### config.mk
export PLATFORM = sky130hd
export DESIGN_NAME = vga_pixel_path_top
export DESIGN_NICKNAME = d
export VERILOG_FILES = /design/src/hw/vga_pixel_pkg.sv /design/src/hw/display_enable.sv /design/src/hw/ir_mode_decoder.sv /design/src/hw/rgb565_unpack.sv /design/src/hw/vga_pixel_path_top.sv /design/src/hw/video_mux.sv
export SDC_FILE = /design/constraint.sdc
export NUM_CORES = 1
export LEC_CHECK = 0
export BUFFER_PORTS_ARGS = -buffer_cell sky130_fd_sc_hd__buf_2
export CORE_MARGIN = 2
export CORE_UTILIZATION = 35
export DETAILED_ROUTE_END_ITERATION = 8
export PLACE_DENSITY = 0.55
export SYNTH_ARGS = -nofsm -noshare
export SYNTH_HDL_FRONTEND = slang
export SYNTH_HIERARCHICAL = 1
export SYNTH_SLANG_ARGS = --single-unit
### constraint.sdc
create_clock -name clk_25_vga -period 1.01 [get_ports clk_25_vga]
set_clock_uncertainty 0.2 [all_clocks]
set_input_delay 0.101 -clock clk_25_vga [delete_from_list [all_inputs] [get_ports clk_25_vga]]
set_output_delay 0.101 -clock clk_25_vga [all_outputs]
set_load 0.01 [all_outputs]
### src/hw/vga_pixel_pkg.sv
`default_nettype none

package vga_pixel_pkg;

    // ==================================================
    // widths with a meaning
    // ==================================================
    typedef logic [15:0] rgb565_t;      // frame buffer word, r5 g6 b5
    typedef logic [7:0]  channel_t;     // one colour or gray channel
    typedef logic [7:0]  key_code_t;    // ir remote key
    typedef logic [15:0] gray_sum_t;    // weighted sum, max 255*252 fits

    // display modes
    typedef enum logic {
        MODE_ORIG = 1'b0,               // pass colour through
        MODE_GRAY = 1'b1                // gray on all three channels
    } disp_mode_t;

    // ==================================================
    // constants
    // ==================================================
    localparam key_code_t KEY_ORIG = 8'h12;   // 'ok' key
    localparam key_code_t KEY_GRAY = 8'h0F;   // 'a' key

    // luma weights, sum is 252 so gray tops out just under ff
    localparam logic [7:0] GRAY_W_R = 8'd76;
    localparam logic [7:0] GRAY_W_G = 8'd150;
    localparam logic [7:0] GRAY_W_B = 8'd26;

    localparam int PIXEL_LAT   = 3;     // pix_in -> vga_rgb, in clocks
    localparam int SYNC_STAGES = 2;     // frame_ready cdc depth

endpackage

`default_nettype wire

### src/hw/display_enable.sv
`timescale 1ns/1ps
`default_nettype none

module display_enable (
    input  wire  clk_25_vga,
    input  wire  arst_n,
    input  wire  frame_ready,   // async level from the capture side
    input  wire  vsync,         // active low
    output logic disp_en
);

    // ==================================================
    // frame_ready synchronizer
    // ==================================================
    logic [vga_pixel_pkg::SYNC_STAGES-1:0] ready_sync;
    logic                                  ready_s;    // last sync stage

    always_ff @(posedge clk_25_vga or negedge arst_n) begin
        if (!arst_n) begin
            ready_sync <= '0;
        end else begin
            // shift in at bit 0
            ready_sync <= {ready_sync[vga_pixel_pkg::SYNC_STAGES-2:0], frame_ready};
        end
    end

    assign ready_s = ready_sync[vga_pixel_pkg::SYNC_STAGES-1];

    // ==================================================
    // vsync edge and enable
    // ==================================================
    logic vsync_q;
    logic vsync_rise;   // end of sync pulse, start of a frame

    assign vsync_rise = vsync & ~vsync_q;

    always_ff @(posedge clk_25_vga or negedge arst_n) begin
        if (!arst_n) begin
            vsync_q <= 1'b1;        // idle high, no false edge out of reset
            disp_en <= 1'b0;
        end else begin
            vsync_q <= vsync;
            if (!ready_s) begin
                disp_en <= 1'b0;    // camera gone, blank at once
            end else if (vsync_rise) begin
                disp_en <= 1'b1;    // whole frame from here on
            end
        end
    end

    // ==================================================
    // checks
    // ==================================================
    // a rise of disp_en follows a low-to-high step seen on the vsync input
    en_on_vsync_rise_a : assert property (
        @(posedge clk_25_vga) disable iff (!arst_n)
        $rose(disp_en) |-> ($past(vsync, 1) && !$past(vsync, 2))
    );

endmodule

`default_nettype wire

### src/hw/ir_mode_decoder.sv
`timescale 1ns/1ps
`default_nettype none

module ir_mode_decoder (
    input  wire                          clk_25_vga,
    input  wire                          arst_n,
    input  wire vga_pixel_pkg::key_code_t key_code,   // from ir receiver
    input  wire                          key_valid,  // one-cycle strobe
    output vga_pixel_pkg::disp_mode_t    mode
);

    // ==================================================
    // mode register
    // ==================================================
    vga_pixel_pkg::disp_mode_t mode_q;
    vga_pixel_pkg::disp_mode_t mode_nxt;

    // decode only the two keys we care about
    always_comb begin
        mode_nxt = mode_q;
        if (key_valid) begin
            case (key_code)
                vga_pixel_pkg::KEY_ORIG: mode_nxt = vga_pixel_pkg::MODE_ORIG;
                vga_pixel_pkg::KEY_GRAY: mode_nxt = vga_pixel_pkg::MODE_GRAY;
                default:                 mode_nxt = mode_q; // unknown key, keep mode
            endcase
        end
    end

    always_ff @(posedge clk_25_vga or negedge arst_n) begin
        if (!arst_n) begin
            mode_q <= vga_pixel_pkg::MODE_ORIG;     // colour after reset
        end else begin
            mode_q <= mode_nxt;
        end
    end

    assign mode = mode_q;

    // ==================================================
    // checks
    // ==================================================
    // mode stays a legal value, and only moves the clock after a strobe
    mode_legal_a : assert property (
        @(posedge clk_25_vga) disable iff (!arst_n)
        !$isunknown(mode_q) &&
        (mode_q inside {vga_pixel_pkg::MODE_ORIG, vga_pixel_pkg::MODE_GRAY})
    );

    mode_after_strobe_a : assert property (
        @(posedge clk_25_vga) disable iff (!arst_n)
        (mode_q != $past(mode_q)) |-> $past(key_valid)
    );

endmodule

`default_nettype wire

### src/hw/rgb565_unpack.sv
`timescale 1ns/1ps
`default_nettype none

module rgb565_unpack (
    input  wire                          clk_25_vga,
    input  wire                          arst_n,
    input  wire                          vsync,      // active low
    input  wire vga_pixel_pkg::rgb565_t  pix_in,
    input  wire                          active,
    output vga_pixel_pkg::channel_t      red,
    output vga_pixel_pkg::channel_t      green,
    output vga_pixel_pkg::channel_t      blue,
    output vga_pixel_pkg::channel_t      gray,
    output logic                         active_q    // active, one clock late
);

    // ==================================================
    // rgb565 -> rgb888, low bits padded with ones
    // ==================================================
    vga_pixel_pkg::channel_t  r8;
    vga_pixel_pkg::channel_t  g8;
    vga_pixel_pkg::channel_t  b8;
    vga_pixel_pkg::gray_sum_t gray_sum;

    assign r8 = {pix_in[15:11], 3'b111};   // 5 -> 8
    assign g8 = {pix_in[10:5], 2'b11};     // 6 -> 8
    assign b8 = {pix_in[4:0], 3'b111};     // 5 -> 8

    // 76r + 150g + 26b, top byte is the gray level
    assign gray_sum = 16'(r8) * 16'(vga_pixel_pkg::GRAY_W_R)
                    + 16'(g8) * 16'(vga_pixel_pkg::GRAY_W_G)
                    + 16'(b8) * 16'(vga_pixel_pkg::GRAY_W_B);

    // ==================================================
    // output register
    // ==================================================
    always_ff @(posedge clk_25_vga or negedge arst_n) begin
        if (!arst_n) begin
            red      <= '0;
            green    <= '0;
            blue     <= '0;
            gray     <= '0;
            active_q <= 1'b0;
        end else if (!vsync) begin
            // frame sync, flush the stage
            red      <= '0;
            green    <= '0;
            blue     <= '0;
            gray     <= '0;
            active_q <= 1'b0;
        end else if (active) begin
            red      <= r8;
            green    <= g8;
            blue     <= b8;
            gray     <= gray_sum[15:8];
            active_q <= 1'b1;
        end else begin
            red      <= '0;     // porch / blanking
            green    <= '0;
            blue     <= '0;
            gray     <= '0;
            active_q <= 1'b0;
        end
    end

endmodule

`default_nettype wire

### src/hw/vga_pixel_path_top.sv
`timescale 1ns/1ps
`default_nettype none

module vga_pixel_path_top (
    input  wire                           clk_25_vga,
    input  wire                           arst_n,
    input  wire vga_pixel_pkg::rgb565_t   pix_in,      // frame buffer read data
    input  wire                           active,      // vga visible area
    input  wire                           vsync,       // active low
    input  wire vga_pixel_pkg::key_code_t key_code,
    input  wire                           key_valid,
    input  wire                           frame_ready, // async, from capture
    output vga_pixel_pkg::channel_t       vga_r,
    output vga_pixel_pkg::channel_t       vga_g,
    output vga_pixel_pkg::channel_t       vga_b
);

    // ==================================================
    // internal nets
    // ==================================================
    vga_pixel_pkg::disp_mode_t mode;
    vga_pixel_pkg::channel_t   red;
    vga_pixel_pkg::channel_t   green;
    vga_pixel_pkg::channel_t   blue;
    vga_pixel_pkg::channel_t   gray;
    logic                      active_q;
    logic                      disp_en;

    // remote key -> display mode
    ir_mode_decoder u_ir_mode_decoder (
        .clk_25_vga (clk_25_vga),
        .arst_n     (arst_n),
        .key_code   (key_code),
        .key_valid  (key_valid),
        .mode       (mode)
    );

    // stage 1, colour expand + luma
    rgb565_unpack u_rgb565_unpack (
        .clk_25_vga (clk_25_vga),
        .arst_n     (arst_n),
        .vsync      (vsync),
        .pix_in     (pix_in),
        .active     (active),
        .red        (red),
        .green      (green),
        .blue       (blue),
        .gray       (gray),
        .active_q   (active_q)
    );

    // first-frame gate
    display_enable u_display_enable (
        .clk_25_vga  (clk_25_vga),
        .arst_n      (arst_n),
        .frame_ready (frame_ready),
        .vsync       (vsync),
        .disp_en     (disp_en)
    );

    // stages 2 and 3
    video_mux u_video_mux (
        .clk_25_vga (clk_25_vga),
        .arst_n     (arst_n),
        .vsync      (vsync),
        .mode       (mode),
        .disp_en    (disp_en),
        .red        (red),
        .green      (green),
        .blue       (blue),
        .gray       (gray),
        .active_q   (active_q),
        .vga_r      (vga_r),
        .vga_g      (vga_g),
        .vga_b      (vga_b)
    );

endmodule

`default_nettype wire

### src/hw/video_mux.sv
`timescale 1ns/1ps
`default_nettype none

module video_mux (
    input  wire                             clk_25_vga,
    input  wire                             arst_n,
    input  wire                             vsync,      // active low
    input  wire vga_pixel_pkg::disp_mode_t  mode,
    input  wire                             disp_en,
    input  wire vga_pixel_pkg::channel_t    red,
    input  wire vga_pixel_pkg::channel_t    green,
    input  wire vga_pixel_pkg::channel_t    blue,
    input  wire vga_pixel_pkg::channel_t    gray,
    input  wire                             active_q,
    output vga_pixel_pkg::channel_t         vga_r,
    output vga_pixel_pkg::channel_t         vga_g,
    output vga_pixel_pkg::channel_t         vga_b
);

    // ==================================================
    // alignment stage
    // ==================================================
    vga_pixel_pkg::channel_t   red_d;
    vga_pixel_pkg::channel_t   green_d;
    vga_pixel_pkg::channel_t   blue_d;
    vga_pixel_pkg::channel_t   gray_d;
    vga_pixel_pkg::disp_mode_t mode_d;     // mode seen when the pixel came in
    logic                      active_d;
    logic                      show;

    always_ff @(posedge clk_25_vga or negedge arst_n) begin
        if (!arst_n) begin
            red_d    <= '0;
            green_d  <= '0;
            blue_d   <= '0;
            gray_d   <= '0;
            mode_d   <= vga_pixel_pkg::MODE_ORIG;
            active_d <= 1'b0;
        end else if (!vsync) begin
            // frame sync, flush the stage
            red_d    <= '0;
            green_d  <= '0;
            blue_d   <= '0;
            gray_d   <= '0;
            mode_d   <= vga_pixel_pkg::MODE_ORIG;
            active_d <= 1'b0;
        end else begin
            red_d    <= red;
            green_d  <= green;
            blue_d   <= blue;
            gray_d   <= gray;
            mode_d   <= mode;
            active_d <= active_q;
        end
    end

    // ==================================================
    // select and output register
    // ==================================================
    assign show = disp_en & active_d;     // blank unless enabled and visible

    always_ff @(posedge clk_25_vga or negedge arst_n) begin
        if (!arst_n) begin
            vga_r <= '0;
            vga_g <= '0;
            vga_b <= '0;
        end else if (!vsync || !show) begin
            vga_r <= '0;
            vga_g <= '0;
            vga_b <= '0;
        end else if (mode_d == vga_pixel_pkg::MODE_GRAY) begin
            vga_r <= gray_d;    // same level on all guns
            vga_g <= gray_d;
            vga_b <= gray_d;
        end else begin
            vga_r <= red_d;
            vga_g <= green_d;
            vga_b <= blue_d;
        end
    end

    // black on the clock after an invisible aligned pixel
    blank_when_inactive_a : assert property (
        @(posedge clk_25_vga) disable iff (!arst_n)
        !active_d |=> (vga_r == '0) && (vga_g == '0) && (vga_b == '0)
    );

endmodule

`default_nettype wire

After elaboration in Yosys (flattened, before gate mapping)

Index checks and enable logic that the tools add are counted.

Div/mod/pow operators: 0
Equal/unequal tests: 3
Bitwise operators: 3
$lt $le $gt $ge: 0
Multipliers: 3
Shifts and indexed selects: 0
$add $sub $neg: 2
Mux-type cells: 25
Reductions and logical operators: 5

Operators with widths:

| cell                                              | number |
|---|---|
| 2-to-1 mux 8 bit                                  | 18 |
| adder 15 x 16 -> 16 bit                           | 1 |
| adder 16 x 13 -> 16 bit                           | 1 |
| multiplier 8 x 7 -> 15 bit, second input constant | 1 |
| multiplier 8 x 5 -> 13 bit, second input constant | 1 |
| multiplier 8 x 4 -> 12 bit, second input constant | 1 |
| == test 8 x 4 -> 1 bit, second input constant     | 1 |
| == test 8 x 5 -> 1 bit, second input constant     | 1 |
| 2-to-1 mux 1 bit                                  | 6 |
| AND 1 bit                                         | 2 |
| zero test 1 bit                                   | 2 |
| != test 2 bit, second input constant              | 1 |
| one-hot mux 1 bit (2 select lines)                | 1 |
| AND reduction 2 bit                               | 1 |
| nonzero test 2 bit                                | 1 |
| logical OR 1 bit                                  | 1 |
| inverter 1 bit                                    | 1 |

Memory bits (read-only): 0
Bits of input ports: 30
Memory bits (writable): 0
Output and inout port bits: 24
Memories: 0
Register bits: 96
Latch bits: 0

Logic depth before layout (Yosys ltp)

Depth after elaboration: 5
Mapped depth: 20

By module

Netlist, hierarchy kept.

Modules (own cells, without submodules):

| module          | cells an instance | instances | seq. area each (um^2) | area each (um^2) |
|---|---|---|---|---|
| rgb565_unpack   | 353               | 1         | 625.6                 | 3,226.8 |
| video_mux       | 157               | 1         | 1,451.4               | 2,033.2 |
| display_enable  | 6                 | 1         | 101.3                 | 122.6 |
| ir_mode_decoder | 7                 | 1         | 25.0                  | 77.6 |

Least setup slack after synthesis

No wires, ideal clock.

Kind: input to register
Start point: in pix_in[7]
End point: reg u_rgb565_unpack.gray[7]
Required time: 0.678 ns
Path buffers: 0
Data arrival time: 3.907 ns
Setup time: 0.132 ns
Setup slack: -3.229 ns
Stages: 18
Cell sequence: ha_1 -> fa_1 -> fa_1 -> inv_1 -> ha_1 -> nor3_2 -> o21ai_0 -> o211a_1 -> xnor2_1 -> fa_1 -> inv_1 -> ha_1 -> a21oi_1 -> nand2_1 -> nor3_1 -> a21oi_1 -> xnor2_1 -> nor2_1

Word-level cells in the longest chain between the ends: 5

Ends and longest elaborated chain:

| item                       | RTL line                | RTL |
|---|---|---|
| start: declaration         | vga_pixel_path_top.sv:7 | `input wire vga_pixel_pkg::rgb565_t pix_in,` |
| multiplier 8 x 7 -> 15 bit | rgb565_unpack.sv:31     | `+ 16'(g8) * 16'(vga_pixel_pkg::GRAY_W_G)` |
| adder 15 x 16 -> 16 bit    | rgb565_unpack.sv:31     |  |
| adder 16 x 13 -> 16 bit    | rgb565_unpack.sv:32     | `+ 16'(b8) * 16'(vga_pixel_pkg::GRAY_W_B);` |
| 2-to-1 mux 8 bit           | rgb565_unpack.sv:51     | `end else if (active) begin` |
| 2-to-1 mux 8 bit           | rgb565_unpack.sv:44     | `end else if (!vsync) begin` |
| end signal: assignment     | rgb565_unpack.sv:55     | `gray <= gray_sum[15:8];` |
| end: declaration           | rgb565_unpack.sv:13     | `output vga_pixel_pkg::channel_t gray,` |

Every way passes these cells.
A chain may end at the register's enable or synchronous reset.

Final worst setup path

Start point: in pix_in[8]
End point: reg u_rgb565_unpack.gray[7]

The elaborated chain is that of the path after synthesis.

==> summary.txt <==
Clock tree
  • CTS clk-pin slew, worst paths: 0.06 ns
  • H-tree lvl count: 3
  • Largest buffer count on any clock path: 2
  • TritonCTS clock tree: done
  • Root buffer cell: sky130_fd_sc_hd__clkbuf_16
  • Latest clock arrival within the worst-skew pair: 0.33 ns
  • Number of buffers created by CTS: 9
  • Number of sinks driven by the clock tree: 88

Route
  • Wire per inst: 14.05 µm
  • Detailed-route wire length: 12.53 mm
  • Number of detailed-route iterations in the first pass: 4
  • Number of remaining DRC errors: 0
  • Via count: 4,135
  • Remaining antenna violation count after routing: 0
  • 1st-iter DRT viols: 77
  • Per-cell via count in the routed design: 4.636

Yosys
  • Post-Synthesis Cell Area: 5460 µm²
  • Number of synthesized flops with an enable pin: 0
  • Syn avg cell area: 10.44 µm²
  • Distinct cells, synth: 56
  • Synth Warn #: 6
  • Number of instances in the synthesized netlist: 523
  • Syn nets: 642
  • Yosys reg bits: 88
  • Share of synthesized registers carrying an async set or reset: 1.000
  • Top_reg_cell synth: sky130_fd_sc_hd__dfrtp_1
  • Sequential share of the synthesized area: 0.4035

Setup path
  • R2R setup slack: -0.25 ns
  • Worst setup EP type: register
  • Slowest stage cell on the critical path: sky130_fd_sc_hd__fa_1
  • Setup crit end: u_rgb565_unpack/gray[7]
  • Ordered cell list for the critical path: buf_8 -> ha_4 -> inv_2 -> fa_1 -> fa_1 -> inv_2 -> ha_4 -> nor3_2 -> nand2_1 -> o211a_1 -> or4_1 -> nand4_1 -> ha_4 -> ha_4 -> o21ai_2 -> a41oi_2 -> nor2_1 -> a21oi_2 -> xnor2_1 -> nor2_1
  • Worst reg2reg startpoint: u_video_mux/mode_d
  • Worst R2R End: u_video_mux/vga_g[2]
  • Crit path launch: pix_in[8]
  • Required time of the critical path: 1.03 ns
  • Delay of the slowest critical-path stage: 0.51 ns
  • Worst-path maximum fanout: 6
  • Critical path type: primary input to register
  • Worst reg2reg path depth: 3
  • Type of element launching the critical path: primary input
  • Cell repeated most along the worst path: sky130_fd_sc_hd__ha_4
  • Critical Path AT: 3.89 ns

STA
  • Final setup margin: -2.857 ns
  • Final setup violation count: 58
  • Final hold vios: 14
  • Maximum achievable frequency: 258.6 MHz
  • Final cycle utilization of the critical path: 3.829
  • Worst-margin pin slew: 0.3631 ns
  • Final worst hold slack: -0.1102 ns
  • Setup repair after global routing missed its margin: true
  • Headroom to the max-slew limit: 0.7562
  • Final period demand of the worst path: 3.867 ns
  • Pins Over Slew Limit: 0

Global route
  • Initial antenna violation count: 0
  • Wire length of the first global-routing pass: 20.43 mm
  • Aggregate global routing overflow: 0
  • Largest net degree at the start of global routing: 33
  • Vias in the first global route: 4,403
  • GRT Util Overall: 0.1537

Power
  • Net switching share of the total power: 0.3703
  • Power density over cell area: 2610 nW/µm²
  • Internal Dissipation: 13.36 mW
  • Clock network fraction of design power: 0.154
  • Combinational fraction of design power: 0.664
  • Worst vdd ir: 1869 µV
  • Leakage power figure: 4.028 nW
  • Net switching power figure: 7.856 mW
  • Reg power frac: 0.181

Die
  • Die width: 128.9 µm
  • Number of top-level design ports: 54
  • Die area: 16,620 µm²
  • Core area: 15,200 µm²
  • Height of the die: 128.9 µm
  • Effective utilization at floorplan: 0.3592
  • # rows: 45

Placement
  • Pre-CTS setup slack: -3.277 ns
  • Number of input and output port buffers inserted: 53
  • Number of instances in the placed design: 859
  • Placer Congestion: 0.7756
  • Detailed-placement wirelength estimate: 9.396 mm

Cells and area
  • Reg area: 2207 µm²
  • Number of nets at the end of the flow: 818
  • Diodes inserted: 0
  • Share of layout cells above drive strength 1: 0.4744
  • P&R area growth vs syn: 48.88%
  • Area of the multi-input gates: 3784 µm²
  • Final non-filler cell total: 892
  • Number of fill cells: 1,340

Status
  • Violated checks: hold timing, setup timing
  • Result of the run: complete, but fails checks

Flow run
  • Max-cap violations: 0

Worst hold path
  • Class of the most critical hold timing path: primary input to register
[synthesized netlist by cell type (7+ instances only)]
cell,instances,share of area
sky130_fd_sc_hd__nand2_1,22,0.015
sky130_fd_sc_hd__a21oi_1,40,0.037
sky130_fd_sc_hd__and2_1,30,0.034
sky130_fd_sc_hd__inv_1,54,0.037
sky130_fd_sc_hd__nor3_1,8,0.0073
sky130_fd_sc_hd__clkbuf_1,7,0.0048
sky130_fd_sc_hd__buf_4,8,0.011
sky130_fd_sc_hd__o21ai_1,10,0.0092
sky130_fd_sc_hd__ha_1,71,0.16
sky130_fd_sc_hd__dfrtp_1,87,0.40
sky130_fd_sc_hd__a21o_1,8,0.011
sky130_fd_sc_hd__xnor2_1,21,0.034
sky130_fd_sc_hd__nor2_1,37,0.025
sky130_fd_sc_hd__fa_1,18,0.066
sky130_fd_sc_hd__nand2b_1,27,0.031
[sequential cells by signal, indices dropped and copies added, names as in the netlist]
| register | flops |
|---|---|
| u_rgb565_unpack/gray | 8 |
| u_video_mux/blue_d | 8 |
| u_video_mux/gray_d | 8 |
| u_video_mux/green_d | 8 |
| u_video_mux/red_d | 8 |
| u_video_mux/vga_b | 8 |
| u_video_mux/vga_g | 8 |
| u_video_mux/vga_r | 8 |
| u_rgb565_unpack/green | 6 |
| u_rgb565_unpack/blue | 5 |
| u_rgb565_unpack/red | 5 |
| u_display_enable/ready_sync | 2 |
| u_display_enable/disp_en | 1 |
| u_display_enable/vsync_q | 1 |
| u_ir_mode_decoder/mode | 1 |
| u_rgb565_unpack/active_q | 1 |
| u_video_mux/active_d | 1 |
| u_video_mux/mode_d | 1 |
[worst min path at each step]
stage | cells after the start | startpoint | endpoint | slack (ns)
2_1_floorplan | 0 | arst_n | u_display_enable/disp_en | -0.39
3_3_place_gp | 1 | arst_n | u_video_mux/vga_b[7] | -0.22
3_5_place_dp | 1 | arst_n | u_video_mux/vga_b[7] | -0.22
4_1_cts | 3 | key_code[0] | u_ir_mode_decoder/mode | -0.13
5_1_grt | 3 | key_code[0] | u_ir_mode_decoder/mode | -0.10
6_report | 3 | key_code[0] | u_ir_mode_decoder/mode | -0.11
[layout by cell type, fill, tap and decap left out, types with 18 or more instances in the layout]
| cell | synthesis | layout |
|---|---|---|
| sky130_fd_sc_hd__dfrtp_1 | 87 | 84 |
| sky130_fd_sc_hd__nor2_1 | 37 | 30 |
| sky130_fd_sc_hd__inv_1 | 54 | 45 |
| sky130_fd_sc_hd__a21oi_2 | 3 | 32 |
| sky130_fd_sc_hd__buf_4 | 8 | 111 |
| sky130_fd_sc_hd__buf_2 | 1 | 48 |
| sky130_fd_sc_hd__fa_1 | 18 | 18 |
| sky130_fd_sc_hd__ha_1 | 71 | 50 |
| sky130_fd_sc_hd__and2_1 | 30 | 30 |
| sky130_fd_sc_hd__nand2b_4 | 0 | 24 |
| sky130_fd_sc_hd__ha_4 | 0 | 21 |
[critical path, delay by kind of cell]
family,cells,cell delay (ns)
adder cells (fa/ha/maj),6,1.91
AND/OR/NAND/NOR,6,0.96
AO/OA/AOI/OAI,4,0.59
buffers and inverters,3,0.20
XOR/XNOR,1,0.13
[timing repair]
item	CTS	global route
resized for setup	49	60
pin swaps	34	26
setup endpoints to repair	58	61
buffers inserted	3	2
endpoints found under the hold margin	99	4
gates cloned	1	3
hold buffers	8	1
[per-layer routing]
layer,vias to the layer above,part of all wire,wire (µm),global-route usage
met1,1985,0.40,5052,0.1779
met2,47,0.56,7030,0.2919
met3,15,0.019,236,0.02037
met5,-,0,0,0
li1,2088,-,-,-
met4,0,0.017,212,0.04923
[area by class of cell]
class | instances | share of cell area
multi-input combinational | 364 | 0.4654
clock inverter | 3 | 0.004925
tap | 188 | 0.02894
timing repair buffer | 182 | 0.1722
sequential | 88 | 0.2715
inverter | 54 | 0.02493
clock buffer | 13 | 0.03201
[through the flow]
step / instance area (µm²) / setup TNS [ns] / hold slack, ns / total power [mW] / util
after floorplan: 5807 / -21.54 / -0.3946 / 11.95 / -
after global placement: 7098 / -26.26 / -0.2222 / 15.59 / 0.4669
after detailed placement: 7098 / -27.11 / -0.2186 / 16.02 / 0.4669
after CTS: 7734 / -26.59 / -0.1254 / 20.29 / 0.5087
after global routing: 8129 / -31.51 / -0.1039 / 22.86 / 0.5347
final: 8129 / -28.80 / -0.1102 / 21.22 / 0.5347
[logic make-up (layout without fill, tap and decap cells)]
kind of cell / Yosys count / in the layout / share of synthesized area
simple gates: 157 / 158 / 0.1609
fa+ha+maj: 89 / 89 / 0.2287
compound gates: 89 / 89 / 0.1036
flops: 88 / 88 / 0.4035
buf+inv: 72 / 252 / 0.05797
xor+xnor: 27 / 27 / 0.04331
mux: 1 / 1 / 0.002062
[power by group through the flow]
stage,clock [mW],sequential (mW),combinational [mW]
floorplan,0,3.83,8.12
global placement,0,3.85,11.7
detailed placement,0,3.85,12.2
CTS,3.34,3.80,13.1
global route,3.50,3.86,15.5
finish,3.27,3.85,14.1
No activity file was read; power rests on OpenSTA's default activity.
